[config.mk]
export PLATFORM = sky130hd
export DESIGN_NAME = pu_uart_tx
export DESIGN_NICKNAME = d
export VERILOG_FILES = /design/src/pu_uart_tx.sv
export VERILOG_INCLUDE_DIRS = /design/src
export SDC_FILE = /design/constraint.sdc
export NUM_CORES = 1
export LEC_CHECK = 0
export ABC_AREA = 1
export BUFFER_PORTS_ARGS = -buffer_cell sky130_fd_sc_hd__buf_2
export CAP_MARGIN = 20
export CORE_MARGIN = 5
export CORE_UTILIZATION = 38
export CTS_CLUSTER_SIZE = 10
export DETAILED_ROUTE_END_ITERATION = 7
export PLACE_DENSITY_LB_ADDON = 0.05
export SLEW_MARGIN = 20
export SYNTH_ARGS = -nofsm -noshare
export SYNTH_HDL_FRONTEND = slang
export SYNTH_SLANG_ARGS = --single-unit
[constraint.sdc]
create_clock -name HCLK -period 2.9 [get_ports HCLK]
set_input_delay 0.435 -clock HCLK [delete_from_list [all_inputs] [get_ports HCLK]]
set_output_delay 0.435 -clock HCLK [all_outputs]
set_load 0.01 [all_outputs]
[src/pu_params.svh]
////////////////////
// Shared widths, debug memory map and UART bit timing
// Region bases must stay word aligned, RAM size a power of two words
////////////////////

`ifndef PU_PARAMS_SVH
`define PU_PARAMS_SVH

// Bus widths
`define PU_XLEN      32
`define PU_PLEN      32

// RAM region, TOR from base over the full depth
`define PU_RAM_BASE  32'h8000_0000
`define PU_RAM_WORDS 256

// Host interface register, 16 byte NAPOT window
`define PU_TOHOST    32'h8000_1000

// UART transmit word, write only
`define PU_UART_TX   32'h8000_1080

// Clock cycles per serial bit
`define PU_UART_DIV  4

`endif

[src/pu_uart_tx.sv]
////////////////////
// 8N1 transmitter, PU_UART_DIV clocks per bit
// tx_start is ignored while busy
////////////////////

`timescale 1ns/100ps

`include "pu_params.svh"

module pu_uart_tx (
  input  logic       HCLK,
  input  logic       rst,
  input  logic       tx_start,
  input  logic [7:0] tx_byte,
  output logic       busy,
  output logic       uart_txd
);

  localparam int DW = $clog2(`PU_UART_DIV + 1);
  // Start bit, eight data bits, stop bit
  localparam int FRAME_BITS = 10;

  logic [FRAME_BITS-1:0] shift_q;
  logic [3:0]            bit_cnt;
  logic [DW-1:0]         div_cnt;
  logic                  bit_end;

  assign bit_end = (div_cnt == DW'(`PU_UART_DIV - 1));

  always_ff @(posedge HCLK) begin
    if (rst) begin
      busy    <= 1'b0;
      bit_cnt <= '0;
      div_cnt <= '0;
    end else if (!busy) begin
      if (tx_start) begin
        busy    <= 1'b1;
        bit_cnt <= '0;
        div_cnt <= '0;
      end
    end else if (bit_end) begin
      div_cnt <= '0;
      // Stop bit done, frame over
      if (bit_cnt == 4'(FRAME_BITS - 1)) busy <= 1'b0;
      else bit_cnt <= bit_cnt + 4'd1;
    end else begin
      div_cnt <= div_cnt + 1'b1;
    end
  end

  // Frame shifted out LSB first
  always_ff @(posedge HCLK) begin
    if (!busy && tx_start) shift_q <= {1'b1, tx_byte, 1'b0};
    else if (busy && bit_end) shift_q <= {1'b1, shift_q[FRAME_BITS-1:1]};
  end

  // Line idles high between frames
  assign uart_txd = busy ? shift_q[0] : 1'b1;

endmodule

---- Word-level counts from Yosys, hierarchy flattened ----
Index checks and enable logic that the tools add are counted.
word-level totals
  input port bits ......................... 11
  bits in registers ....................... 17
  logic and storage cells ................. 31
  output and inout port bits .............. 2
operators by class
  equality and inequality tests ........... 4
  multiplexer cells ....................... 14
  add/sub/neg operators ................... 2
  reduce and logical (&&, ||, !) cells .... 6
operators by type and width
  operator                                             number
  2-to-1 mux 9 bit                                     2
  2-to-1 mux 4 bit                                     4
  2-to-1 mux 3 bit                                     3
  2-to-1 mux 1 bit                                     5
  adder 4 x 1 -> 4 bit, second input constant          1
  equality test 4 bit, second input constant           1
  nonzero test 2 bit                                   2
  adder 3 x 1 -> 3 bit, second input constant          1
  equality test 3 x 2 -> 1 bit, second input constant  1
  AND reduction 3 bit                                  1
  logical AND 1 bit                                    2
  != test 2 x 1 -> 1 bit, second input constant        1
  != test 2 bit, second input constant                 1
  logical NOT 1 bit                                    1

---- Longest topological paths before layout ----
  word-level depth ........................ 4
  depth in mapped cells ................... 7
  mapped depth without buffers ............ 7

---- Worst setup path after synthesis ----
No wires, ideal clock.
  kind .................................... reg2out
  start point ............................. reg busy
  end point ............................... out uart_txd
  path slack .............................. 1,567 ps
  stages on the path, launching flop included .. 3
  buffers on the path ..................... 0
  arrival time ............................ 898 ps
  path through ............................ dfxtp_1 inv_2 or2_2
between the ends
  word-level cells in the longest chain between the ends .. 1
ends and longest elaborated chain
  what                      line              source
  start: declaration        pu_uart_tx.sv:15  output logic busy,
  start signal: assignment  pu_uart_tx.sv:32  busy <= 1'b0;
  start signal: assignment  pu_uart_tx.sv:37  busy <= 1'b1;
  start signal: assignment  pu_uart_tx.sv:44  if (bit_cnt == 4'(FRAME_BITS - 1)) busy <= 1'b0;
  2-to-1 mux 1 bit          pu_uart_tx.sv:58  assign uart_txd = busy ? shift_q[0] : 1'b1;
  end: declaration          pu_uart_tx.sv:16  output logic uart_txd
No other way between the ends.

---- Final worst setup path ----
Ends and elaborated chain as after synthesis.

==> impl_metrics.yaml <==
status:
  status: "completed"
timing:
  least_margin_pin_slew_ns: 0.318
  timing_hold_violations_final: 0
  timing.final.crit_share_pct: 60.2
  maxClockFrequency_mhz: 573
  final_period_minus_worst_setup_slack_ns: 1.75
  worst_slew_margin_rel_pct: 78.7
  worst_hold_slack_ns: 0.388
  timing.final.setup_violations: 0
  slew_viols_final: 0
  setup_total_negative_slack_ns: 0
  final_critical_path_setup_slack_ns: 1.15
  finalClockSkew_ns: 0.00572
  grt_setup_unrepaired: "no"
critical_path:
  r2r-start: "div_cnt[0]"
  critical_path.startpoint_type: "register"
  required_ns: 2.47
  worst_endpoint_data_arrival_time_ns: 1.31
  crit_chain: "inv_2, or2_2, buf_2"
  critical_path_buf_inv_count: 2
  worst_setup_path_startpoint: "busy"
  timing.critical_path.slowest_stage_cell: "sky130_fd_sc_hd__dfxtp_1"
  critical_path.top_delay_family: "flip-flops"
  critical_path.max_stage_delay_ns: 0.46
  crit_path_max_fanout: 7
  endpoint_kind: "output pin"
  crit_type: "register to output pin"
finish:
  fin_area_sq_um: 925
  flow.area_growth_from_synthesis_pct: 14.9
  antennaDiodeCount: 0
  final_net_count: 109
  filler_cell_count: 205
  layout-drive-gt1-share_pct: 34.0
  finalNonFillerCells: 121
  final_core_utilization_pct: 46.7
synthesis:
  synth-edff-count: 8
  synth_cell_types: 20
  synthesis.area_sq_um: 805
  async_sr_flop_fraction_pct: 0
  synth_common_cells: "sky130_fd_sc_hd__nand2_1 (11), sky130_fd_sc_hd__dfxtp_1 (9), sky130_fd_sc_hd__edfxtp_1 (8), sky130_fd_sc_hd__nand3_1 (8)"
  synth_area_leader_cell: "sky130_fd_sc_hd__edfxtp_1"
  postSynthRegisterBits: 17
  netlist_instances: 78
  synth-warning-count: 0
  synth.top_cells.by_area: "sky130_fd_sc_hd__edfxtp_1 (30%), sky130_fd_sc_hd__dfxtp_1 (22%), sky130_fd_sc_hd__a22o_2 (8.7%)"
  mappedNetlistNets: 92
  area_share_of_the_largest_cell_type_after_synthesis_pct: 29.9
  yosysMostFrequentCell: "sky130_fd_sc_hd__nand2_1"
  synth.yosys.seq_area_share_pct: 52.3
  ys_dominant_reg_cell: "sky130_fd_sc_hd__dfxtp_1"
  postSynthAreaPerCell_sq_um: 10.3
global_route:
  first_global_vias: 563
  largest_net_degree_at_the_start_of_global_routing: 11
  grt_pass1_wl_mm: 2.48
  grt_overflow: 0
  initial_antenna_violation_count: 0
  gr-usage-all-layers_pct: 10.1
drt:
  firstDrtPassIters: 2
  drt-initial-drc-count: 7
  viasPerCell: 4.82
  finalWirelength_mm: 1.46
  detailroute.via_count: 583
  ant_nets: 0
  drc: 0
  routedWlPerCell_um: 12.1
power:
  power_density_relative_to_cell_area_nw_per_um2: 464
  power_uw: 429
  power_leakage_nw: 0.390
  max-vdd-ir-drop_mv: 0.263
placed_design:
  placed_cells: 117
  place.port_buffers: 12
  dpl_worst_slack_ns: 1.47
  dpl.hpwl_mm: 1.11
  placed_cell_area_sq_um: 898
  final_weighted_congestion_in_routability_driven_placement: 0.775
cts:
  cts_root_buf: "sky130_fd_sc_hd__clkbuf_4"
  clock_tree_from_tritoncts: "done"
  postCtsHoldBufs: 0
  numClockSinks: 17
  worstSkewPairLatency_ns: 0.28
  cts_made_buffers: 3
  cts.clk_slew.worst_paths_ns: 0.10
  ctsResizeCount: 0
  post-cts-setup-buffers: 0
  htree_num_levels: 1
  buffer_levels_on_the_longest_clock_path: 2
floorplan:
  std_cell_rows: 16
  dieWidth_um: 56.0
  overall_die_height_um: 56.0
  core_area_sq_um: 1980
  fp.dieArea_sq_um: 3140
  start_util_pct: 40.6
  ioPinCount: 13
min_path:
  min-delay-path-class: "primary input to register"
  hold_path.startpoint: "rst"
run:
  max_cap_viols: 0
[metal layers]
layer,wire (um),track usage (%),part of all wire (%)
met1,704,11.8,48
met2,686,16.2,47
met3,62,3.02,4.2
met4,10,6.10,0.68
met5,0,0,0
[flip-flops by register name (all words and copies together) (netlist names)]
register and flops:
div_cnt 3, busy 1, bit_cnt 4, shift_q 9
[power breakdown]
group / internal (mW) / leakage [nW] / total, mW / switching (mW)
logic: 0.0169 / 0.223 / 0.0384 / 0.0215
registers: 0.262 / 0.151 / 0.267 / 0.00467
clock network: 0.0534 / 0.0150 / 0.124 / 0.0706
total: 0.332 / 0.390 / 0.429 / 0.0967
[layout make-up]
type	instances	area, sq um	share of cell area [%]
Sequential cell	17	420	45.5
Multi-Input combinational cell	54	358	38.7
Timing Repair Buffer	12	60.1	6.50
Tap cell	27	33.8	3.65
Clock buffer	4	26.3	2.84
Inverter	7	26.3	2.84
[cell families after synthesis]
kind of cell	count (synthesis)	share of synthesized area (%)
AO/OA/AOI/OAI	17	15.7
XOR/XNOR	1	1.09
adder cells (fa/ha/maj)	3	4.67
buffers and inverters	7	3.27
flip-flops	17	52.3
AND/OR/NAND/NOR	33	23.0
[path summary, 6_finish.rpt]
check             cells past startpoint          to  slack [ns]
setup / recovery                      3    uart_txd        1.15
hold reg to reg                       2  div_cnt[1]        0.48
hold / removal                        2  bit_cnt[2]        0.39
setup reg to reg                      3  shift_q[7]        1.56
[worst reg2reg max path, cell delays in order (launching register included)]
cell and delay (ns):
sky130_fd_sc_hd__dfxtp_1 0.36, sky130_fd_sc_hd__ha_1 0.19, sky130_fd_sc_hd__nand3_1 0.16, sky130_fd_sc_hd__nand2_1 0.31
[cell usage in the layout (no fill, tap or decap)]
cell type / instances
sky130_fd_sc_hd__o21ai_0: 1
sky130_fd_sc_hd__nor2_1: 4
sky130_fd_sc_hd__nand3b_1: 2
sky130_fd_sc_hd__buf_2: 12
sky130_fd_sc_hd__nor2_8: 1
sky130_fd_sc_hd__nand2_4: 2
sky130_fd_sc_hd__nand2_1: 11
sky130_fd_sc_hd__nand3_1: 8
sky130_fd_sc_hd__a211oi_1: 1
sky130_fd_sc_hd__inv_2: 2
sky130_fd_sc_hd__xnor2_1: 1
sky130_fd_sc_hd__clkbuf_1: 1
sky130_fd_sc_hd__or2_2: 2
sky130_fd_sc_hd__a21oi_1: 7
sky130_fd_sc_hd__nand2_2: 2
sky130_fd_sc_hd__inv_1: 5
sky130_fd_sc_hd__ha_1: 3
sky130_fd_sc_hd__dfxtp_1: 9
sky130_fd_sc_hd__clkbuf_4: 3
sky130_fd_sc_hd__a22o_2: 7
sky130_fd_sc_hd__edfxtp_1: 8
sky130_fd_sc_hd__nand4_1: 1
sky130_fd_sc_hd__a21oi_2: 1
Power figures use the tool's default switching activity.
