**src/pu_params.svh**
```systemverilog
////////////////////
// Shared widths, debug memory map and UART bit timing
// Region bases must stay word aligned, RAM size a power of two words
////////////////////

`ifndef PU_PARAMS_SVH
`define PU_PARAMS_SVH

// Bus widths
`define PU_XLEN      32
`define PU_PLEN      32

// RAM region, TOR from base over the full depth
`define PU_RAM_BASE  32'h8000_0000
`define PU_RAM_WORDS 256

// Host interface register, 16 byte NAPOT window
`define PU_TOHOST    32'h8000_1000

// UART transmit word, write only
`define PU_UART_TX   32'h8000_1080

// Clock cycles per serial bit
`define PU_UART_DIV  4

`endif

```
**src/pu_pma_pkg.sv**
```systemverilog
////////////////////
// PMA region table encodings plus debug controller states
////////////////////

package pu_pma_pkg;

  // Region that a lookup resolved to
  typedef enum logic [1:0] {
    REG_NONE   = 2'd0,
    REG_RAM    = 2'd1,
    REG_TOHOST = 2'd2,
    REG_UART   = 2'd3
  } pma_region_t;

  // Main memory vs device registers
  typedef enum logic {
    MEM_TYPE_MAIN = 1'b0,
    MEM_TYPE_IO   = 1'b1
  } mem_type_t;

  // Address compare mode, same codes as the pmpcfg A field
  typedef enum logic [1:0] {
    TOR   = 2'b01,
    NA4   = 2'b10,
    NAPOT = 2'b11
  } pma_match_t;

  ////////////////////
  // Debug controller
  ////////////////////

  typedef enum logic [2:0] {
    IDLE, CHECK, ADDR, DATA, UART_WAIT, ACK
  } dbg_state_t;

endpackage

```
**src/pu_pma_check.sv**
```systemverilog
////////////////////
// Region lookup for one debug request, result valid the cycle after lookup
// Only word accesses exist, any nonzero addr[1:0] faults
////////////////////

`timescale 1ns/100ps

`include "pu_params.svh"

module pu_pma_check (
  input  logic                    HCLK,
  input  logic                    rst,
  input  logic                    lookup,
  input  logic [`PU_PLEN-1:0]     lookup_addr,
  input  logic                    lookup_we,
  output pu_pma_pkg::pma_region_t region,
  output logic                    allowed
);
  import pu_pma_pkg::*;

  localparam int PMA_CNT = 4;
  // Table holds word addresses, like pmpaddr
  localparam int WA      = `PU_PLEN - 2;

  ////////////////////
  // Region table
  ////////////////////

  // Entry 0 RAM, 1 TOHOST, 2 UART, 3 catch-all with no rights
  // TOR upper bound, NA4 word, or NAPOT encoded base
  localparam logic [WA-1:0] PMA_ADDR [PMA_CNT] = '{
    WA'((`PU_RAM_BASE + 4 * `PU_RAM_WORDS) >> 2),
    WA'((`PU_TOHOST >> 2) | 32'h1),
    WA'(`PU_UART_TX >> 2),
    {WA{1'b1}}
  };
  // TOR lower bound, ignored by the other modes
  localparam logic [WA-1:0] PMA_LO [PMA_CNT] = '{
    WA'(`PU_RAM_BASE >> 2), '0, '0, '0
  };
  localparam pma_match_t  PMA_MATCH  [PMA_CNT] = '{TOR, NAPOT, NA4, NAPOT};
  localparam mem_type_t   PMA_TYPE   [PMA_CNT] = '{MEM_TYPE_MAIN, MEM_TYPE_IO,
                                                   MEM_TYPE_IO, MEM_TYPE_IO};
  localparam pma_region_t PMA_REGION [PMA_CNT] = '{REG_RAM, REG_TOHOST,
                                                   REG_UART, REG_NONE};
  // Bit i belongs to entry i
  localparam logic [PMA_CNT-1:0] PMA_R = 4'b0011;
  localparam logic [PMA_CNT-1:0] PMA_W = 4'b0111;

  logic [1:0] hit_idx;
  logic       aligned;
  logic       perm;

  // Address compare of one entry
  function automatic logic entry_hit(input int idx, input logic [WA-1:0] wa);
    logic [WA-1:0] m;
    // NAPOT size mask, trailing ones plus one bit
    m = PMA_ADDR[idx] ^ (PMA_ADDR[idx] + 1'b1);
    case (PMA_MATCH[idx])
      TOR:     entry_hit = (wa >= PMA_LO[idx]) && (wa < PMA_ADDR[idx]);
      NA4:     entry_hit = (wa == PMA_ADDR[idx]);
      NAPOT:   entry_hit = ((wa & ~m) == (PMA_ADDR[idx] & ~m));
      default: entry_hit = 1'b0;
    endcase
  endfunction

  // Lowest index wins, entry 3 always matches
  always_comb begin
    hit_idx = 2'(PMA_CNT - 1);
    for (int i = PMA_CNT - 1; i >= 0; i--) begin
      if (entry_hit(i, lookup_addr[`PU_PLEN-1:2])) hit_idx = 2'(i);
    end
  end

  assign aligned = (lookup_addr[1:0] == 2'b00);

  // Main memory is always read/write, IO follows its R/W bits
  assign perm = (PMA_TYPE[hit_idx] == MEM_TYPE_MAIN) ||
                (lookup_we ? PMA_W[hit_idx] : PMA_R[hit_idx]);

  always_ff @(posedge HCLK) begin
    if (rst) begin
      region  <= REG_NONE;
      allowed <= 1'b0;
    end else if (lookup) begin
      region  <= PMA_REGION[hit_idx];
      allowed <= aligned && perm;
    end
  end

endmodule

```
**config.mk**
```make
export PLATFORM = sky130hd
export DESIGN_NAME = pu_pma_check
export DESIGN_NICKNAME = d
export VERILOG_FILES = /design/src/pu_pma_pkg.sv /design/src/pu_pma_check.sv
export VERILOG_INCLUDE_DIRS = /design/src
export SDC_FILE = /design/constraint.sdc
export NUM_CORES = 1
export LEC_CHECK = 0
export BUFFER_PORTS_ARGS = -buffer_cell sky130_fd_sc_hd__buf_2
export CORE_AREA = 8 8 45 47
export CTS_CLUSTER_DIAMETER = 80
export DETAILED_ROUTE_END_ITERATION = 8
export DIE_AREA = 0 0 53 55
export SETUP_SLACK_MARGIN = 0.05
export SKIP_CTS_REPAIR_TIMING = 1
export SYNTH_ARGS = -nofsm -noshare
export SYNTH_HDL_FRONTEND = slang
export SYNTH_SLANG_ARGS = --single-unit
```
**constraint.sdc**
```tcl
create_clock -name HCLK -period 1.3 [get_ports HCLK]
set_clock_uncertainty 0.05 [all_clocks]
set_input_delay 0.065 -clock HCLK [delete_from_list [all_inputs] [get_ports HCLK]]
set_output_delay 0.065 -clock HCLK [all_outputs]
set_load 0.01 [all_outputs]
```
# After elaboration in Yosys (flattened, before gate mapping)
# Index checks and enable logic that the tools add are counted.
[word_totals] regBits=3 output_inout_bits=3
[op_classes] eq_ne=2 magnitude_cmp=4 reduce_logical=4 muxes=14 bitwise=2
[ops] op="30-bit == test (second input constant)" count=1
[ops] op="30-bit >= comparator (second input constant)" count=1
[ops] op="30-bit < comparator (second input constant)" count=1
[ops] op="28-bit == test (second input constant)" count=1
[ops] op="2-bit two-way mux" count=4
[ops] op="1-bit binary-select mux with 2-bit select" count=3
[ops] op="1-bit two-way mux" count=6
[ops] op="2-bit binary-select mux with 2-bit select" count=1
[ops] op="3-bit >= comparator (second input constant)" count=1
[ops] op="2-bit by 3-bit < comparator with 1-bit output (second input constant)" count=1
[ops] op="2-bit inverter with 3-bit output" count=1
[ops] op="1-bit logical AND" count=2
[ops] op="2-bit logical NOT" count=1
[ops] op="1-bit logical OR" count=1
[ops] op="1-bit inverter" count=1

# Logic depth before layout (Yosys ltp)
[logic_depth] word_depth=11 depth_mapped=9 mapped_depth_nobuf=9

# Worst setup path after synthesis
# No wires, ideal clock.
[synth_path] path_type="input -> register" startpoint="input lookup_addr[20]" endpoint="register allowed" path_slack_ns=-0.098 setup_ns=0.059 arrival_time_ns=1.290 path_stages=9 cell_sequence="nor4_1 > nand4_1 > nor2_2 > nand2_1 > ha_1 > nor2b_1 > o211ai_1 > a21oi_1 > a31o_1"
[synth_between] elab_chain_cells=11 word_cells_on_any_way=20 classes_between="order compare: 2; eq/ne: 2; mux: 11; bitwise: 2; reduce/logical: 3"
[synth_rtl] item="start, declared" line="pu_pma_check.sv:14" text="input logic [`PU_PLEN-1:0] lookup_addr,"
[synth_rtl] item="branches (longest 3 deep; another with 30-bit >= comparator)"
[synth_rtl] item="2-bit two-way mux *" line="pu_pma_check.sv:71" text="if (entry_hit(i, lookup_addr[`PU_PLEN-1:2])) hit_idx = 2'(i);"
[synth_rtl] item="2-bit inverter with 3-bit output (not written as such)" line="pu_pma_check.sv:78" text="assign perm = (PMA_TYPE[hit_idx] == MEM_TYPE_MAIN) ||"
[synth_rtl] item="1-bit binary-select mux with 2-bit select" line="pu_pma_check.sv:78"
[synth_rtl] item="1-bit two-way mux (not written as such) (2 in series)" line="pu_pma_check.sv:78"
[synth_rtl] item="1-bit inverter" line="pu_pma_check.sv:78"
[synth_rtl] item="1-bit logical OR *" line="pu_pma_check.sv:78"
[synth_rtl] item="1-bit logical AND *" line="pu_pma_check.sv:87" text="allowed <= aligned && perm;"
[synth_rtl] item="end signal, assigned" line="pu_pma_check.sv:87"
[synth_rtl] item="end, declared" line="pu_pma_check.sv:17" text="output logic allowed"
# Every way passes the cells marked *. The select of a mux whose other input is x is not followed.
# A chain may end at the register's enable or synchronous reset.

# Final worst setup path
[layout_path] startpoint="input lookup_addr[10]" endpoint="register allowed"
# The elaborated chain is that of the path after synthesis.

==> flow_metrics.py <==
metrics = {
    "status": {
        "outcome": "finished, violations left",
        "violations": "negative setup slack",
    },
    "place": {
        "post-dp-hpwl_um": 1010,
        "gp_congestion": 0.652,
        "place_area_um2": 553,
        "dp.cells": 94,
        "port_buffers": 38,
    },
    "floorplan": {
        "start_util_pct": 19.9,
        "core.rowCount": 14,
        "die_h_um": 55,
        "die_width_um": 53,
        "ios": 39,
        "core_region_area_mm2": 0.00138,
        "die-area_mm2": 0.00292,
    },
    "synth": {
        "yosysTopAreaCellShare_pct": 21.8,
        "synth_area_um2": 275,
        "ys_ff_latch": 3,
        "synthMuxAreaShare_pct": 3.64,
        "synth_fa_ha_area_share_pct": 9.09,
        "synth_largest_area_cell": "dfxtp_1",
        "synth_nets": 75,
        "ys_warn_count": 0,
        "synth_compound_area_share_pct": 19.1,
        "ys_top_cells_by_area": "dfxtp_1 22%, ha_1 9.1%, nor4_1 9.1%",
        "synth_cell_type_count": 22,
        "synthCells": 37,
        "ys_seq_area_share_pct": 21.8,
        "synthXorXnorAreaFrac_pct": 0,
        "synth_top_family_by_area": "simple AND/OR/NAND/NOR gates",
        "yosys.area_share.simple_pct": 43.6,
        "syn_avg_cell_area_um2": 7.44,
    },
    "cts": {
        "clk_pin_slew_ns": 0.04,
        "cts_tree": "done",
        "numClockSinks": 3,
        "cts_buffers": 3,
        "clk_path_buf_depth": 2,
        "h-tree-depth": 1,
        "clock_latency_ns": 0.23,
        "root_buffer": "clkbuf_4",
    },
    "final_layout": {
        "final-seq-area_um2": 60.1,
        "multi_input_area_um2": 295,
        "fin_nets": 122,
        "final_cell_area_um2": 642,
        "final_cell_count_no_fill": 99,
        "drive_above_1_share_pct": 66.3,
        "n_fill_cell": 141,
        "diodes": 0,
        "syn_to_final_growth_pct": 133,
    },
    "route": {
        "wirelength_um": 1210,
        "drtIter0Drc": 2,
        "antenna_left": 0,
        "route.detailed.drc": 0,
        "viasPerCell": 4.39,
        "wl_per_cell_um": 12.3,
        "firstDrtPassIters": 2,
        "vias": 435,
    },
    "timing": {
        "finalWorstSetupSlack_ns": -0.0655,
        "rsz0062_at_grt": "true",
        "fin_crit_sh_pct": 105,
        "worstMarginPinSlew_ns": 0.299,
        "timing.hold.ws_ns": 0.0174,
        "post-route-min-period_ns": 1.37,
        "relSlewSlack_pct": 80.0,
        "hold_viol_final": 0,
        "drv_slew": 0,
        "setup_viol": 1,
        "clock.fmax_mhz": 732,
    },
    "worst_setup_path": {
        "criticalPathCategory": "in2reg",
        "required_ns": 1.42,
        "worstPathArrival_ns": 1.49,
        "start_kind": "primary input",
        "end_kind": "flip-flop",
        "cp_max_fo": 5,
    },
    "power_and_ir_drop": {
        "p_total_mw": 0.353,
        "power_leakage_nw": 0.315,
        "power.density_mw_per_mm2": 549,
        "vdd_drop_max_mv": 0.361,
    },
    "global_route": {
        "grt.overflow.total": 0,
        "antenna_found_initial": 0,
        "grt_usage_pct": 7.37,
        "grt_first_pass_wirelength_um": 1680,
        "grt_max_degree": 7,
        "grt_pass1_vias": 394,
    },
    "hold_path": {
        "worstHoldPathType": "in2reg",
    },
    "flow_run": {
        "maxCapViolCount": 0,
    },
}
## cells in the final DEF (no fill, tap or decap), drive strengths merged, types with 2 or more instances in the layout
master / n
buf: 42
nor2: 7
nor4: 4
clkbuf: 4
nand2: 3
dfxtp: 3
inv: 2
and2: 2
ha: 2
## metal layers
layer / track usage, % / share of wire (%) / up-vias
met5: 0 / 0 / -
met4: 1.29 / 0 / 0
met3: 1.87 / 2.4 / 0
met2: 15.2 / 60 / 8
met1: 7.12 / 38 / 198
li1: - / - / 229
## through the flow
stage / utilization [%] / setup TNS, ns / setup WS [ns]
5_1_grt: 46.4 / -0.229 / -0.206
2_1_floorplan: - / -0.0290 / -0.0290
6_report: 46.4 / -0.0655 / -0.0655
3_5_place_dp: 40.0 / -0.463 / -0.262
4_1_cts: 41.9 / -0.0203 / -0.0203
3_3_place_gp: 40.0 / -0.431 / -0.245
## layout make-up
type,instances,area share (%)
Inverter,2,1.17
Clock buffer,4,4.09
Multi-Input combinational cell,32,46.0
Timing Repair Buffer,42,36.3
Sequential cell,3,9.36
Tap cell,16,3.12
## worst max-delay path: stages
cell      delay, ns
buf_2          0.11
nor4_4         0.25
nand4_1        0.17
nor2_4         0.18
nand2_1        0.07
ha_2           0.18
nor2b_1        0.11
o211ai_1       0.10
a21oi_1        0.14
a31o_1         0.10
## sequential cells by signal, summed over array words and instances (netlist names)
register and count:
allowed 1, region 2
## final timing paths
path | cells after the start | end | startpoint | slack, ns
max | 10 | allowed | lookup_addr[10] | -0.07
min | 2 | region[1] | rst | 0.02
max reg2reg | 2 | region[0] | region[0] | 0.51
min reg2reg | 2 | region[1] | region[1] | 0.45
## cell usage after synthesis
master / n
ha_1: 2
nand2b_1: 1
dfxtp_1: 3
o21ai_0: 1
and2_1: 2
nor2_1: 6
a31o_1: 1
nor3b_1: 1
a41o_1: 1
nor3_1: 1
nand2_1: 3
a21oi_1: 1
and3_1: 1
o41ai_2: 1
nor4_1: 4
nor2b_1: 1
inv_1: 2
nor2_2: 1
nand3_1: 1
o211ai_1: 1
nand4_1: 1
mux2i_1: 1
## report_power, final
group	internal, mW	switching, mW
clock	0.115	0.0452
combinational	0.0577	0.0424
sequential	0.0925	0.00000000912
## cells by family (layout without fill, tap and decap cells)
kind of cell	after synthesis	count (layout)
multiplexers	1	1
AND/OR/NAND/NOR	23	23
AO/OA/AOI/OAI	6	6
adder cells (fa/ha/maj)	2	2
flip-flops	3	3
buffers and inverters	2	48
No activity file was read; power rests on OpenSTA's default activity.
