==> config.mk <==
export PLATFORM = sky130hd
export DESIGN_NAME = pu_dbg_ctrl
export DESIGN_NICKNAME = d
export VERILOG_FILES = /design/src/pu_ahb_pkg.sv /design/src/pu_pma_pkg.sv /design/src/pu_dbg_ctrl.sv
export VERILOG_INCLUDE_DIRS = /design/src
export SDC_FILE = /design/constraint.sdc
export NUM_CORES = 1
export LEC_CHECK = 0
export BUFFER_PORTS_ARGS = -buffer_cell sky130_fd_sc_hd__buf_4
export CAP_MARGIN = 40
export CELL_PAD_IN_SITES_DETAIL_PLACEMENT = 1
export CELL_PAD_IN_SITES_GLOBAL_PLACEMENT = 2
export CORE_MARGIN = 2
export CORE_UTILIZATION = 27
export CTS_BUF_LIST = sky130_fd_sc_hd__clkbuf_4 sky130_fd_sc_hd__clkbuf_8 sky130_fd_sc_hd__clkbuf_16
export CTS_CLUSTER_DIAMETER = 30
export DETAILED_ROUTE_END_ITERATION = 6
export MAX_ROUTING_LAYER = met4
export PLACE_DENSITY_LB_ADDON = 0.08
export SETUP_SLACK_MARGIN = 0.15
export SLEW_MARGIN = 0
export SYNTH_ARGS = -nofsm -noshare
export SYNTH_HDL_FRONTEND = slang
export SYNTH_SLANG_ARGS = --single-unit
==> constraint.sdc <==
create_clock -name HCLK -period 10.94 [get_ports HCLK]
set_clock_uncertainty 0.05 [all_clocks]
set_input_delay 1.641 -clock HCLK [delete_from_list [all_inputs] [get_ports HCLK]]
set_output_delay 1.641 -clock HCLK [all_outputs]
set_load 0.02 [all_outputs]
==> src/pu_params.svh <==
////////////////////
// Shared widths, debug memory map and UART bit timing
// Region bases must stay word aligned, RAM size a power of two words
////////////////////

`ifndef PU_PARAMS_SVH
`define PU_PARAMS_SVH

// Bus widths
`define PU_XLEN      32
`define PU_PLEN      32

// RAM region, TOR from base over the full depth
`define PU_RAM_BASE  32'h8000_0000
`define PU_RAM_WORDS 256

// Host interface register, 16 byte NAPOT window
`define PU_TOHOST    32'h8000_1000

// UART transmit word, write only
`define PU_UART_TX   32'h8000_1080

// Clock cycles per serial bit
`define PU_UART_DIV  4

`endif

==> src/pu_ahb_pkg.sv <==
////////////////////
// AHB-Lite encodings for the debug path
// Single transfers only, no bursts or protection
////////////////////

package pu_ahb_pkg;

  // Transfer type, HTRANS
  typedef enum logic [1:0] {
    HTRANS_IDLE   = 2'b00,
    HTRANS_BUSY   = 2'b01,
    HTRANS_NONSEQ = 2'b10,
    HTRANS_SEQ    = 2'b11
  } htrans_t;

  // Transfer size, HSIZE
  // Master only issues WORD
  typedef enum logic [2:0] {
    HSIZE_BYTE = 3'b000,
    HSIZE_HALF = 3'b001,
    HSIZE_WORD = 3'b010
  } hsize_t;

endpackage

==> src/pu_pma_pkg.sv <==
////////////////////
// PMA region table encodings plus debug controller states
////////////////////

package pu_pma_pkg;

  // Region that a lookup resolved to
  typedef enum logic [1:0] {
    REG_NONE   = 2'd0,
    REG_RAM    = 2'd1,
    REG_TOHOST = 2'd2,
    REG_UART   = 2'd3
  } pma_region_t;

  // Main memory vs device registers
  typedef enum logic {
    MEM_TYPE_MAIN = 1'b0,
    MEM_TYPE_IO   = 1'b1
  } mem_type_t;

  // Address compare mode, same codes as the pmpcfg A field
  typedef enum logic [1:0] {
    TOR   = 2'b01,
    NA4   = 2'b10,
    NAPOT = 2'b11
  } pma_match_t;

  ////////////////////
  // Debug controller
  ////////////////////

  typedef enum logic [2:0] {
    IDLE, CHECK, ADDR, DATA, UART_WAIT, ACK
  } dbg_state_t;

endpackage

==> src/pu_dbg_ctrl.sv <==
////////////////////
// Debug port sequencer, one request in flight, strobes ignored until dbg_ack
// dbg_dato and dbg_err are valid only in the dbg_ack cycle
////////////////////

`timescale 1ns/100ps

`include "pu_params.svh"

module pu_dbg_ctrl (
  input  logic                    HCLK,
  input  logic                    rst,
  input  logic                    dbg_strb,
  input  logic                    dbg_we,
  input  logic [`PU_PLEN-1:0]     dbg_addr,
  input  logic [`PU_XLEN-1:0]     dbg_dati,
  output logic [`PU_XLEN-1:0]     dbg_dato,
  output logic                    dbg_ack,
  output logic                    dbg_err,
  output logic                    lookup,
  output logic [`PU_PLEN-1:0]     lookup_addr,
  output logic                    lookup_we,
  input  pu_pma_pkg::pma_region_t region,
  input  logic                    allowed,
  output logic                    HSEL,
  output logic [`PU_PLEN-1:0]     HADDR,
  output logic                    HWRITE,
  output pu_ahb_pkg::htrans_t     HTRANS,
  output pu_ahb_pkg::hsize_t      HSIZE,
  output logic [`PU_XLEN-1:0]     HWDATA,
  input  logic [`PU_XLEN-1:0]     HRDATA,
  input  logic                    HREADYOUT,
  output logic                    tx_start,
  output logic [7:0]              tx_byte,
  input  logic                    busy,
  output logic [`PU_XLEN-1:0]     tohost
);
  import pu_ahb_pkg::*;
  import pu_pma_pkg::*;

  dbg_state_t          state_q;
  dbg_state_t          state_d;
  logic [`PU_PLEN-1:0] addr_q;
  logic                we_q;
  logic [`PU_XLEN-1:0] wdata_q;
  logic [`PU_XLEN-1:0] rdata_q;
  logic                err_q;
  logic                go_tohost;

  ////////////////////
  // Request capture
  ////////////////////

  // PMA sees the request in the strobe cycle, result ready in CHECK
  assign lookup      = (state_q == IDLE) && dbg_strb;
  assign lookup_addr = dbg_addr;
  assign lookup_we   = dbg_we;

  always_ff @(posedge HCLK) begin
    if (lookup) begin
      addr_q  <= dbg_addr;
      we_q    <= dbg_we;
      wdata_q <= dbg_dati;
    end
  end

  ////////////////////
  // FSM
  ////////////////////

  always_comb begin
    state_d = state_q;
    case (state_q)
      IDLE:  if (dbg_strb) state_d = CHECK;
      CHECK: begin
        if (!allowed) state_d = ACK;
        else begin
          case (region)
            REG_RAM:  state_d = ADDR;
            // Back-pressure from a frame still on the line
            REG_UART: state_d = busy ? UART_WAIT : ACK;
            default:  state_d = ACK;
          endcase
        end
      end
      ADDR:      state_d = DATA;
      DATA:      if (HREADYOUT) state_d = ACK;
      // Region and allowed are held, so CHECK runs again
      UART_WAIT: if (!busy) state_d = CHECK;
      ACK:       state_d = IDLE;
      default:   state_d = IDLE;
    endcase
  end

  assign go_tohost = (state_q == CHECK) && allowed && (region == REG_TOHOST);

  always_ff @(posedge HCLK) begin
    if (rst) begin
      state_q <= IDLE;
      err_q   <= 1'b0;
      rdata_q <= '0;
      tohost  <= '0;
    end else begin
      state_q <= state_d;
      if (state_q == CHECK) begin
        err_q   <= !allowed;
        // Zero unless this is a TOHOST read
        rdata_q <= (go_tohost && !we_q) ? tohost : '0;
      end
      if (go_tohost && we_q) tohost <= wdata_q;
      if (state_q == DATA && HREADYOUT) rdata_q <= we_q ? '0 : HRDATA;
    end
  end

  // Debug port response
  assign dbg_ack  = (state_q == ACK);
  assign dbg_err  = dbg_ack && err_q;
  assign dbg_dato = rdata_q;

  ////////////////////
  // AHB master and UART
  ////////////////////

  // Single NONSEQ in ADDR, data phase in DATA
  assign HSEL   = (state_q == ADDR);
  assign HTRANS = (state_q == ADDR) ? HTRANS_NONSEQ : HTRANS_IDLE;
  assign HADDR  = addr_q;
  assign HWRITE = we_q;
  assign HSIZE  = HSIZE_WORD;
  assign HWDATA = wdata_q;

  // Low byte of the written word goes out on the line
  assign tx_start = (state_q == CHECK) && allowed && (region == REG_UART) && !busy;
  assign tx_byte  = wdata_q[7:0];

endmodule

# Yosys cells after proc, flatten, opt, wreduce, memory -nomap -nowiden
# Index checks and enable logic that the tools add are counted.
[totals]
latch_bits = 0
word_cells = 45
output_inout_bits = 180
regBits = 133
mem_bits_rw = 0
n_memories = 0
romBits = 0
inputBits = 105
[classes]
n_shift = 0
multipliers = 0
bitwise_logic = 0
reduce_logical = 15
div_mod_pow = 0
n_mux = 12
n_addsub = 0
n_eq_ne = 11
order_cmp = 0
[op_table]
columns = ["operator", "n"]
rows = [
  ["32-bit 2-to-1 mux", 4],
  ["3-bit one-hot mux with 5 select lines", 1],
  ["3-bit 2-to-1 mux", 4],
  ["1-bit logical AND", 9],
  ["3-bit by 2-bit == test with 1-bit output (second input constant)", 2],
  ["3-bit == test (second input constant)", 2],
  ["2-bit inequality test (second input constant)", 3],
  ["3-bit one-hot mux with 2 select lines", 1],
  ["2-bit == test (second input constant)", 2],
  ["3-bit by 1-bit == test with 1-bit output (second input constant)", 1],
  ["1-bit zero test", 3],
  ["3-bit zero test", 1],
  ["3-bit AND reduction", 1],
  ["2-bit by 1-bit == test with 1-bit output (second input constant)", 1],
  ["2-bit 2-to-1 mux", 1],
  ["2-bit nonzero test", 1],
  ["1-bit 2-to-1 mux", 1],
]

# Longest topological paths before layout
# Gate-level depths: netlist of the first run.
[logic_depth]
ltp_word = 7
ltp_mapped = 6
ltp_nobuf = 3

# Least setup slack after synthesis of the first run
# OpenSTA, ideal clock, no wires.
[synth_path]
path_type = "input-to-output"
start = "in dbg_strb"
end = "out lookup"
path_buffers = 0
cell_stages = 1
path_slack_ps = 435
t_required_ps = 9249
arrival_ps = 8814
path_cell_list = "nor4b_1"
[synth_between]
elab_chain_cells = 1
[synth_rtl]
columns = ["element", "line", "rtl"]
rows = [
  ["from (decl)", "pu_dbg_ctrl.sv:13", "input logic dbg_strb,"],
  ["1-bit logical AND", "pu_dbg_ctrl.sv:55", "assign lookup = (state_q == IDLE) && dbg_strb;"],
  ["to (decl)", "pu_dbg_ctrl.sv:20", "output logic lookup,"],
]
# No other way between the ends.

# Worst setup path in the final report of the first run
# Same ends and word-level chain as after synthesis.

==> results of run 1 <==
## worst max-delay path: stages
cell and delay, ns:
buf_4 0.08, nor4b_2 0.24, buf_4 0.45, buf_4 0.23
## final cells by class
type | count | share of cell area, %
inverter | 1 | 0.04557
timing repair buffer | 286 | 26.46
clock buffer | 18 | 5.256
clock inverter | 14 | 1.884
sequential | 133 | 40.22
multi-input combinational | 256 | 21.95
tap | 275 | 4.177
## power by group
group	total, mW	leakage (nW)	switching (mW)	internal, mW
Sequential	0.586	1.17	0.0219	0.564
Combinational	0.239	1.80	0.135	0.104
Clock	0.570	0.286	0.230	0.341
Total	1.40	3.25	0.387	1.01
## kinds of logic (layout without fill, tap and decap cells)
family | after synthesis | after routing | synth area share [%]
AO/OA/AOI/OAI | 71 | 71 | 10.85
buffers and inverters | 88 | 319 | 10.41
flip-flops | 133 | 133 | 58.27
multiplexers | 32 | 32 | 5.634
other | 2 | 4 | 0.1321
AND/OR/NAND/NOR | 149 | 149 | 14.70
## sequential cells by signal, summed over array words and instances, names as in the netlist
signal / flops
err_q: 1
HADDR: 32
HWRITE: 1
state_q: 3
dbg_dato: 32
HWDATA: 32
tohost: 32
## cell usage after synthesis (all sizes together)
library cell  number  area share, %
and3               3           0.33
inv                1          0.066
a21oi             33            2.9
and3b              1           0.15
nor4b              3           0.73
nor3b              2           0.35
a311oi            32            7.0
a211oi             1           0.13
dfxtp             68             24
nor4               1           0.11
and2b              1           0.13
o31ai              1           0.13
nor2               2           0.13
clkbuf            16            1.1
buf               71            9.2
a41oi              1           0.15
o311ai             1           0.15
mux2i             32            5.6
nor2b              2           0.22
o41ai              1           0.15
o2111a             1           0.20
nand2b            65            7.2
edfxtp            65             34
conb               2           0.13
nand2             33            2.2
nand3             33            2.9
and2               2           0.22
nor3               1          0.088
## per-stage QoR
step,cells,setup WS (ns)
detailed placement,951,6.546
global route,983,6.439
CTS,983,6.538
floorplan,477,0.4350
finish,983,6.572
global placement,949,6.576
## metal layers
metal  vias up  global-route usage, %
li1       2087                      -
met1      2101                  18.33
met2       165                  25.99
met5         -                      -
met3        13                  6.575
met4         0                  5.048
## worst paths after layout
kind	endpoint	from	cells past startpoint
worst max-delay path	lookup	dbg_strb	4
worst min-delay path	tohost[20]$_SDFFE_PP0P_	tohost[20]$_SDFFE_PP0P_	2
worst max register to register	dbg_dato[14]$_SDFFE_PP0P_	state_q[1]$_SDFFE_PP0P_	3
worst min register to register	tohost[20]$_SDFFE_PP0P_	tohost[20]$_SDFFE_PP0P_	2
==> summary.txt, run 1 <==
Die
  • I/O pins: 285
  • Die Span X: 149.1 um
  • Core outline area: 20820 um^2
  • Starting Density: roughly 27%
  • Chip Height: roughly 150 um
  • Cell Rows: 53
  • Die area: approximately 22000 um^2

STA
  • Slew @ Worst Pin: roughly 0.85 ns
  • Tcrit/Tclk final: 39.93%
  • Endpoints failing hold: 0
  • Final setup fails: 0
  • Hold Slack: between 0.4 and 0.5 ns
  • Highest clock rate: 0.2289 GHz
  • Unrepaired setup endpoints after global routing: false
  • Setup tns final: 0 ns
  • Slew HR: a little over two fifths
  • Max Slew Vio Count: 0
  • Tmin final: roughly 4.4 ns

Finish
  • # diodes: 0
  • Multi-input gate area: 1808 um^2
  • Most frequent cells in the layout: buf_4, dfxtp_1, edfxtp_1
  • Reg area: 3313 um^2
  • Util after Layout: 39.56%
  • Final instance area: around 8200 um^2
  • Most common cell after layout, fill and taps aside: buf_4
  • Area grow syn2layout: 44.87%
  • Layout cell share with drive strength beyond 1: 48.59%
  • Fillers: 2290
  • Nets: 800

Global route
  • Largest net degree at the start of global routing: 70
  • Vias in the first global route: 4671
  • Total track usage: 16.11%
  • First-pass GRT wire length: 26300 um
  • Initial antenna violation count: 0
  • Total grt overflow: 0

Logic synthesis
  • Cell Area, Synth: 5685 um^2
  • Post-synthesis sequential area ratio: 58.27%
  • Syn Inst Count: 475
  • Synth cell types: 35
  • Seq cells post-synth: 133
  • Synth Area per Inst: 11.97 um^2
  • Synth Warn #: 0

Critical path
  • Startpoint Class: input port
  • Worst path arrival time: between 2 and 3 ns
  • WP data required: 9.25 ns
  • WS Path Type: input port to primary output
  • Crit path capture type: primary output
  • Worst reg-to-reg setup slack: 8.50 ns
  • Critical path fanouts, max: 34

Clocking
  • Clock slew at reported path FFs: ~0.060 ns
  • CTS tree: built
  • Cells resized by post-CTS repair: 0
  • Clock Path Buffers: 2
  • # Post-CTS Setup Buffers: 0
  • Worst skew pair latency: 0.42 ns
  • CTS Buf Count: 17
  • Cts hold-fix bufs: 0
  • Clock root cell: clkbuf_16
  • H-tree depth: 4
  • Clock sink count: 133

Detailed routing
  • Met3 wire length: 1543 um
  • DR vias/cell: approximately 4.4
  • Initial detailed-routing violation count: 128
  • Final wirelength: about 18000 um
  • Via count: 4366
  • Post-Route M1 WL: 7101 um
  • ANT nets after route: 0
  • Post-route DRC violation count: 0
  • Top sig layer: met4
  • Detailed-router iteration count before antenna repair: 4
  • Wire per inst: 17.95 um
  • Met2 Wirelength: 8772 um

Min path
  • Hold Crit Class: flip-flop to flip-flop

Power
  • Leakage: 3.254 nW
  • Total Power: 1.396 mW
  • Cell Pwr Density: 169.5 nW/um^2
  • Maximum vdd ir drop: 0.09925 mV

Place
  • Dpl cell area: 7649 um^2
  • Hpwl dp: 12840 um
  • # port buffers: 280
  • GPL Wtd Cong: 0.7379

Outcome
  • Status: complete, no violations

Job
  • Max Cap Viol: 0
Note: power is estimated with default switching activity, not from simulation.
==> run 2: changes to the inputs <==
--- a/config.mk
+++ b/config.mk
@@ -6,12 +6,13 @@
 export SDC_FILE = /design/constraint.sdc
 export NUM_CORES = 1
 export LEC_CHECK = 0
+export ABC_AREA = 1
 export BUFFER_PORTS_ARGS = -buffer_cell sky130_fd_sc_hd__buf_4
 export CAP_MARGIN = 40
 export CELL_PAD_IN_SITES_DETAIL_PLACEMENT = 1
 export CELL_PAD_IN_SITES_GLOBAL_PLACEMENT = 2
 export CORE_MARGIN = 2
-export CORE_UTILIZATION = 27
+export CORE_UTILIZATION = 23
 export CTS_BUF_LIST = sky130_fd_sc_hd__clkbuf_4 sky130_fd_sc_hd__clkbuf_8 sky130_fd_sc_hd__clkbuf_16
 export CTS_CLUSTER_DIAMETER = 30
 export DETAILED_ROUTE_END_ITERATION = 6
==> constraint.sdc (replaced) <==
create_clock -name HCLK -period 3.7 [get_ports HCLK]
set_clock_uncertainty 0.05 [all_clocks]
set_input_delay 0.555 -clock HCLK [delete_from_list [all_inputs] [get_ports HCLK]]
set_output_delay 0.555 -clock HCLK [all_outputs]
set_load 0.02 [all_outputs]
==> run 2 against run 1 <==
Net effect: sequential share of layout area fell by 0.47 points; critical endpoint is now dbg_err; worst hold slack lost 0.19 ns; first-iteration DRC count up 120%.
==> summary.txt, run 2 <==
Logic synthesis
  • FFs w/ async S/R, synth: 0% (unchanged)
  • Post-synthesis sequential area ratio: 60.59% (+2.3 points)
  • Synth Flop Type: dfxtp_1
  • Cell Area, Synth: 5468 um^2 (-3.8%)
  • Post-synth EDFFs: 65 (unchanged)
  • Count leader, synth: nand2_1
  • Synth Warn #: 0 (unchanged)
  • Seq cells post-synth: 133 (unchanged)
  • Area contributors post-synth: edfxtp_1, dfxtp_1, nand2_1
  • Top-area cell type share of the netlist area: 35.70% (+1.4 points)
  • Cell taking the most area after synthesis: edfxtp_1
  • Synth Area per Inst: 9.395 um^2 (-22%)
  • Commonest cells in the netlist: nand2_1, nor2_1, dfxtp_1
  • Syn Inst Count: 582 (+23%)
  • Synth cell types: 26 (-26%)

Power
  • Cell Pwr Density: 547.8 nW/um^2 (+220%)
  • Maximum vdd ir drop: 0.2824 mV (+180%)
  • Total Power: 4.565 mW (+230%)
  • Leakage: 3.586 nW (+10%)

Critical path
  • Crit path capture type: primary output
  • Critical Path Max Stage Delay: 0.47 ns (+0.02 ns)
  • FF-to-FF path depth: 7 (+4)
  • Worst-path cell chain: inv_2 > nor2_1 > inv_1 > nor3_1 > buf_4
  • Startpoint Class: flip-flop
  • WS Path Type: flip-flop to primary output
  • Critical path fanouts, max: 5 (-85%)
  • Worst path arrival time: 1.67 ns (-1.01 ns)
  • WP data required: 3.09 ns (-6.16 ns)
  • Slowest library cell on the worst path: dfxtp_1

STA
  • Highest clock rate: 0.4405 GHz
  • Max Slew Vio Count: 0 (unchanged)
  • Endpoints failing hold: 0 (unchanged)
  • Tcrit/Tclk final: 61.36%
  • Setup tns final: 0 ns (unchanged)
  • Unrepaired setup endpoints after global routing: false
  • Slew @ Worst Pin: 0.7252 ns (-0.1294 ns)
  • Tmin final: 2.270 ns
  • Slew HR: 51.60% (+8.6 points)
  • Hold Slack: 0.2561 ns (-0.1857 ns)
  • Final setup fails: 0 (unchanged)
  • Setup slack after layout: 1.430 ns (-5.142 ns)

Place
  • # placed instances: 1112 (+17%)
  • Hpwl dp: 14940 um (+16%)
  • Setup Slack @ Placement: 1.324 ns (-5.222 ns)
  • GPL Wtd Cong: 0.7759 (+5.1%)
  • # port buffers: 280 (unchanged)
  • Dpl cell area: 7669 um^2 (+0.26%)

Finish
  • Layout cell share with drive strength beyond 1: 40.36% (-8.2 points)
  • Area grow syn2layout: 52.40%
  • Nets: 917 (+15%)
  • Number of cells in the finished layout apart from fillers: 1145 (+16%)
  • Most common cell after layout, fill and taps aside: buf_4
  • Most frequent cells in the layout: buf_4, nand2_1, nor2_1
  • Final instance area: 8333 um^2 (+1.2%)
  • Util after Layout: 35.61% (-3.9 points)

Global route
  • Total track usage: 16.17% (+0.059 points)
  • Vias in the first global route: 5168 (+11%)
  • Total grt overflow: 0 (unchanged)
  • First-pass GRT wire length: 29430 um (+12%)
  • Largest net degree at the start of global routing: 45 (-36%)
  • Initial antenna violation count: 1 (+1)

Die
  • Core outline area: 23400 um^2 (+12%)
  • Die Span X: 158.2 um (+6.1%)
  • Cell Rows: 56 (+5.7%)
  • Chip Height: 158.2 um (+6.1%)
  • Starting Density: 23.36% (-3.9 points)
  • Die area: 25020 um^2 (+13%)
  • I/O pins: 285 (unchanged)

Clocking
  • H-tree depth: 4 (unchanged)
  • CTS Buf Count: 17 (unchanged)
  • # Post-CTS Setup Buffers: 0 (unchanged)
  • CTS tree: built
  • Cells resized by post-CTS repair: 0 (unchanged)
  • Clock Path Buffers: 2 (unchanged)
  • Worst skew pair latency: 0.42 ns (about the same)
  • Clock root cell: clkbuf_16
  • Clock slew at reported path FFs: 0.06 ns (about the same)
  • Clock sink count: 133 (unchanged)
  • Cts hold-fix bufs: 0 (unchanged)

Detailed routing
  • DR vias/cell: 4.252 (-4.3%)
  • Final wirelength: 19800 um (+12%)
  • Detailed-router iteration count before antenna repair: 4 (unchanged)
  • ANT nets after route: 0 (unchanged)
  • Wire per inst: 17.30 um (-3.7%)
  • Post-route DRC violation count: 0 (unchanged)
  • Initial detailed-routing violation count: 278 (+120%)
  • Via count: 4868 (+11%)

Job
  • Max Cap Viol: 0 (unchanged)

Min path
  • Hold Crit Class: input port to flip-flop
  • Hold Crit Depth: 1 (-1)

Outcome
  • Status: complete, no violations
run 2: final cells by class:
class | instances | area [um^2]
Clock buffer | 22 | 521.8
Multi-Input combinational cell | 342 | 1587
Timing Repair Buffer | 292 | 2272
Sequential cell | 133 | 3313
Antenna cell | 1 | 2.502
Fill cell | 2742 | 15070
Inverter | 26 | 97.59
Clock inverter | 10 | 140.1
Tap cell | 319 | 399.1
run 2: layer usage:
metal,up-vias,track usage (%),share of wire [%]
met4,0,5.062,1.6
met2,183,27.20,50
met5,-,-,0
met1,2285,18.71,43
li1,2374,-,-
met3,26,4.599,6.1
run 2: power by group:
part           switching (mW)  internal, mW  leakage (nW)  total, mW
Sequential             0.0834          1.71          1.17       1.79
Clock                   0.673          1.21         0.319       1.88
Combinational           0.534         0.361          2.10      0.895
Total                    1.29          3.27          3.59       4.56
run 2: worst paths after layout:
path	start	endpoint	slack (ns)
setup / recovery	state_q[0]$_SDFFE_PP0P_	dbg_err	1.43
hold reg to reg	err_q$_SDFFE_PP0P_	err_q$_SDFFE_PP0P_	0.43
hold / removal	dbg_dati[27]	HWDATA[27]$_DFFE_PP_	0.26
setup reg to reg	state_q[0]$_SDFFE_PP0P_	dbg_dato[16]$_SDFFE_PP0P_	1.63
run 2: critical path, delay by kind of cell (launching register included):
kind,cells,cell delay [ns]
buffers and inverters,3,0.37
flip-flops,1,0.47
AND/OR/NAND/NOR,2,0.40
run 2: kinds of logic after synthesis:
kind of cell           count (synthesis)  synth area share, %
flip-flops                           133                60.60
AND/OR/NAND/NOR                      238                18.81
other                                  2               0.1374
AO/OA/AOI/OAI                        100                9.268
buffers and inverters                109                11.19
==> run 3: changes to the inputs <==
--- a/config.mk
+++ b/config.mk
@@ -12,7 +12,7 @@
 export CELL_PAD_IN_SITES_DETAIL_PLACEMENT = 1
 export CELL_PAD_IN_SITES_GLOBAL_PLACEMENT = 2
 export CORE_MARGIN = 2
-export CORE_UTILIZATION = 23
+export CORE_UTILIZATION = 25
 export CTS_BUF_LIST = sky130_fd_sc_hd__clkbuf_4 sky130_fd_sc_hd__clkbuf_8 sky130_fd_sc_hd__clkbuf_16
 export CTS_CLUSTER_DIAMETER = 30
 export DETAILED_ROUTE_END_ITERATION = 6
==> constraint.sdc (replaced) <==
create_clock -name HCLK -period 2.1 [get_ports HCLK]
set_clock_uncertainty 0.05 [all_clocks]
set_input_delay 0.315 -clock HCLK [delete_from_list [all_inputs] [get_ports HCLK]]
set_output_delay 0.315 -clock HCLK [all_outputs]
set_load 0.02 [all_outputs]
==> run 3 against run 2 <==
Net effect: sequential cell count unchanged; total power up 71%; clock power up 62%; sequential power up 76%; core utilization up 2.9 points; critical endpoint is now lookup; largest cell class unchanged.
==> summary.txt, run 3 (synthesis results as in run 2) <==
STA
  • Unrepaired setup endpoints after global routing: false
  • Tmin final: approximately 1.9 ns
  • Max Slew Vio Count: 0 (unchanged)
  • Setup tns final: 0 ns (unchanged)
  • Highest clock rate: 0.5394 GHz
  • Endpoints failing hold: 0 (unchanged)
  • Final setup fails: 0 (unchanged)
  • Tcrit/Tclk final: about nine tenths

Die
  • Die Span X: 151.9 um (-4.0%)
  • Chip Height: 151.9 um (-4.0%)
  • I/O pins: 285 (unchanged)
  • Starting Density: 25.29% (+1.9 points)
  • Die area: 23070 um^2 (-7.8%)
  • Core outline area: 21620 um^2 (-7.6%)
  • Cell Rows: 54 (-3.6%)

Global route
  • Total grt overflow: 0 (unchanged)
  • Largest net degree at the start of global routing: 35 (-22%)
  • Total track usage: 17.29% (+1.1 points)
  • Vias in the first global route: 5233 (+1.3%)
  • First-pass GRT wire length: 30370 um (+3.2%)
  • Initial antenna violation count: 0 (-1)

Clocking
  • CTS tree: built
  • Clock slew at reported path FFs: 0.06 ns (about the same)
  • H-tree depth: 4 (unchanged)
  • Clock sink count: 133 (unchanged)
  • Worst skew pair latency: 0.42 ns (about the same)
  • CTS Buf Count: 17 (unchanged)
  • Clock Path Buffers: 2 (unchanged)
  • Clock root cell: clkbuf_16

Critical path
  • Worst path arrival time: 1.49 ns (-0.18 ns)
  • WS Path Type: flip-flop to primary output
  • Critical path fanouts, max: 5 (unchanged)
  • Crit path capture type: primary output
  • WP data required: 1.74 ns (-1.35 ns)
  • Startpoint Class: flip-flop

Power
  • Net Sw Frac: 28.82% (+0.55 points)
  • Maximum vdd ir drop: 0.5361 mV (+90%)
  • Total Power: 7.823 mW (+71%)
  • Seq pwr share: 40.3% (+1.1 points)
  • Clock network fraction of design power: 38.9% (-2.3 points)
  • Leakage: 3.627 nW (+1.2%)
  • Psw: 2.255 mW (+75%)
  • Cell Pwr Density: 938.5 nW/um^2 (+71%)
  • Pint: 5.568 mW (+70%)
  • Combinational fraction of design power: 20.8% (+1.2 points)

Detailed routing
  • Final wirelength: 19740 um (-0.33%)
  • Detailed-router iteration count before antenna repair: 4 (unchanged)
  • Initial detailed-routing violation count: 161 (-42%)
  • DR vias/cell: 4.419 (+3.9%)
  • Post-route DRC violation count: 0 (unchanged)
  • Via count: 4949 (+1.7%)
  • Wire per inst: 17.62 um (+1.9%)
  • ANT nets after route: 0 (unchanged)

Min path
  • Hold Crit Class: input port to flip-flop

Outcome
  • Status: complete, no violations

Place
  • Hpwl dp: 14440 um (-3.4%)
  • GPL Wtd Cong: 0.7746 (-0.17%)
  • # port buffers: 280 (unchanged)
  • Dpl cell area: 7615 um^2 (-0.70%)
  • # placed instances: 1080 (-2.9%)

Finish
  • Nets: 932 (+1.6%)
  • Multi-input gate area: 1592 um^2 (+0.32%)
  • # diodes: 0 (-1)
  • Most common cell after layout, fill and taps aside: buf_4
  • Number of cells in the finished layout apart from fillers: 1120 (-2.2%)
  • Reg area: 3317 um^2 (+0.11%)
  • Area grow syn2layout: 52.45% (about the same)
  • Fillers: 2517 (-8.2%)
  • Layout cell share with drive strength beyond 1: 42.02% (+1.7 points)
  • Final instance area: 8335 um^2 (about the same)
  • Most frequent cells in the layout: buf_4, nand2_1, nor2_1

Job
  • Max Cap Viol: 0 (unchanged)
run 3: cell count changes in the layout (fill, tap and decap cells not counted), moves of 2 or more:
cell	previous run	this run
buf_4	288	300
buf_16	4	0
clkinv_2	1	4
dfxtp_1	68	65
dfxtp_2	0	3
dlygate4sd3_1	0	3
buf_12	0	2
clkbuf_16	20	18
nor2_2	1	3
run 3: final cells by class:
cell class	instances	area share, %
Clock buffer	19	5.284
Clock inverter	13	1.906
Inverter	26	1.171
Multi-Input combinational cell	342	19.09
Sequential cell	133	39.79
Tap cell	280	4.203
Timing Repair Buffer	307	28.55
run 3: timing repair:
item / CTS / global route
hold endpoints to repair: 0 / 3
setup endpoints to repair: 2 / 4
pin swaps: 1 / 1
setup buffers: 1 / 2
gates cloned: 1 / 1
hold buffers: 0 / 3
resized for setup: 2 / 3
run 3: worst max-delay path: stages (launching register included):
cell and delay, ns:
dfxtp_2 0.37, nor4_4 0.41, buf_12 0.16, buf_4 0.13
run 3: through the flow:
step | setup slack (ns) | hold slack (ns) | util, %
floorplan | -1.093 | 0.3639 | -
global placement | 0.4352 | 0.4231 | 35.22
detailed placement | 0.4076 | 0.4247 | 35.22
CTS | 0.1450 | 0.001851 | 38.20
global route | 0.1725 | 0.0002536 | 38.55
finish | 0.2461 | 0.01774 | 38.55
run 3: final timing paths:
check                     startpoint                         to  slack [ns]  cells after the start
max          state_q[0]$_SDFFE_PP0P_                     lookup        0.25                      3
min reg2reg   tohost[0]$_SDFFE_PP0P_     tohost[0]$_SDFFE_PP0P_        0.43                      2
min                     dbg_dati[29]       HWDATA[29]$_DFFE_PP_        0.02                      1
max reg2reg  state_q[0]$_SDFFE_PP0P_  dbg_dato[16]$_SDFFE_PP0P_        0.39                      7
run 3: per-layer routing:
layer / global-route usage [%] / wire length [um] / vias up
li1: - / - / 2395
met1: 20.40 / 8360 / 2371
met2: 29.34 / 9966 / 168
met3: 4.335 / 1194 / 15
met4: 4.762 / 216 / 0
met5: - / 0 / -
run 3: power groups by stage:
stage	Clock (mW)	Combinational, mW	Sequential [mW]
3_5_place_dp	0	1.59	3.21
4_1_cts	3.13	1.63	3.16
3_3_place_gp	0	1.56	3.21
6_report	3.04	1.63	3.15
2_1_floorplan	0	0.582	3.46
5_1_grt	3.24	1.76	3.18
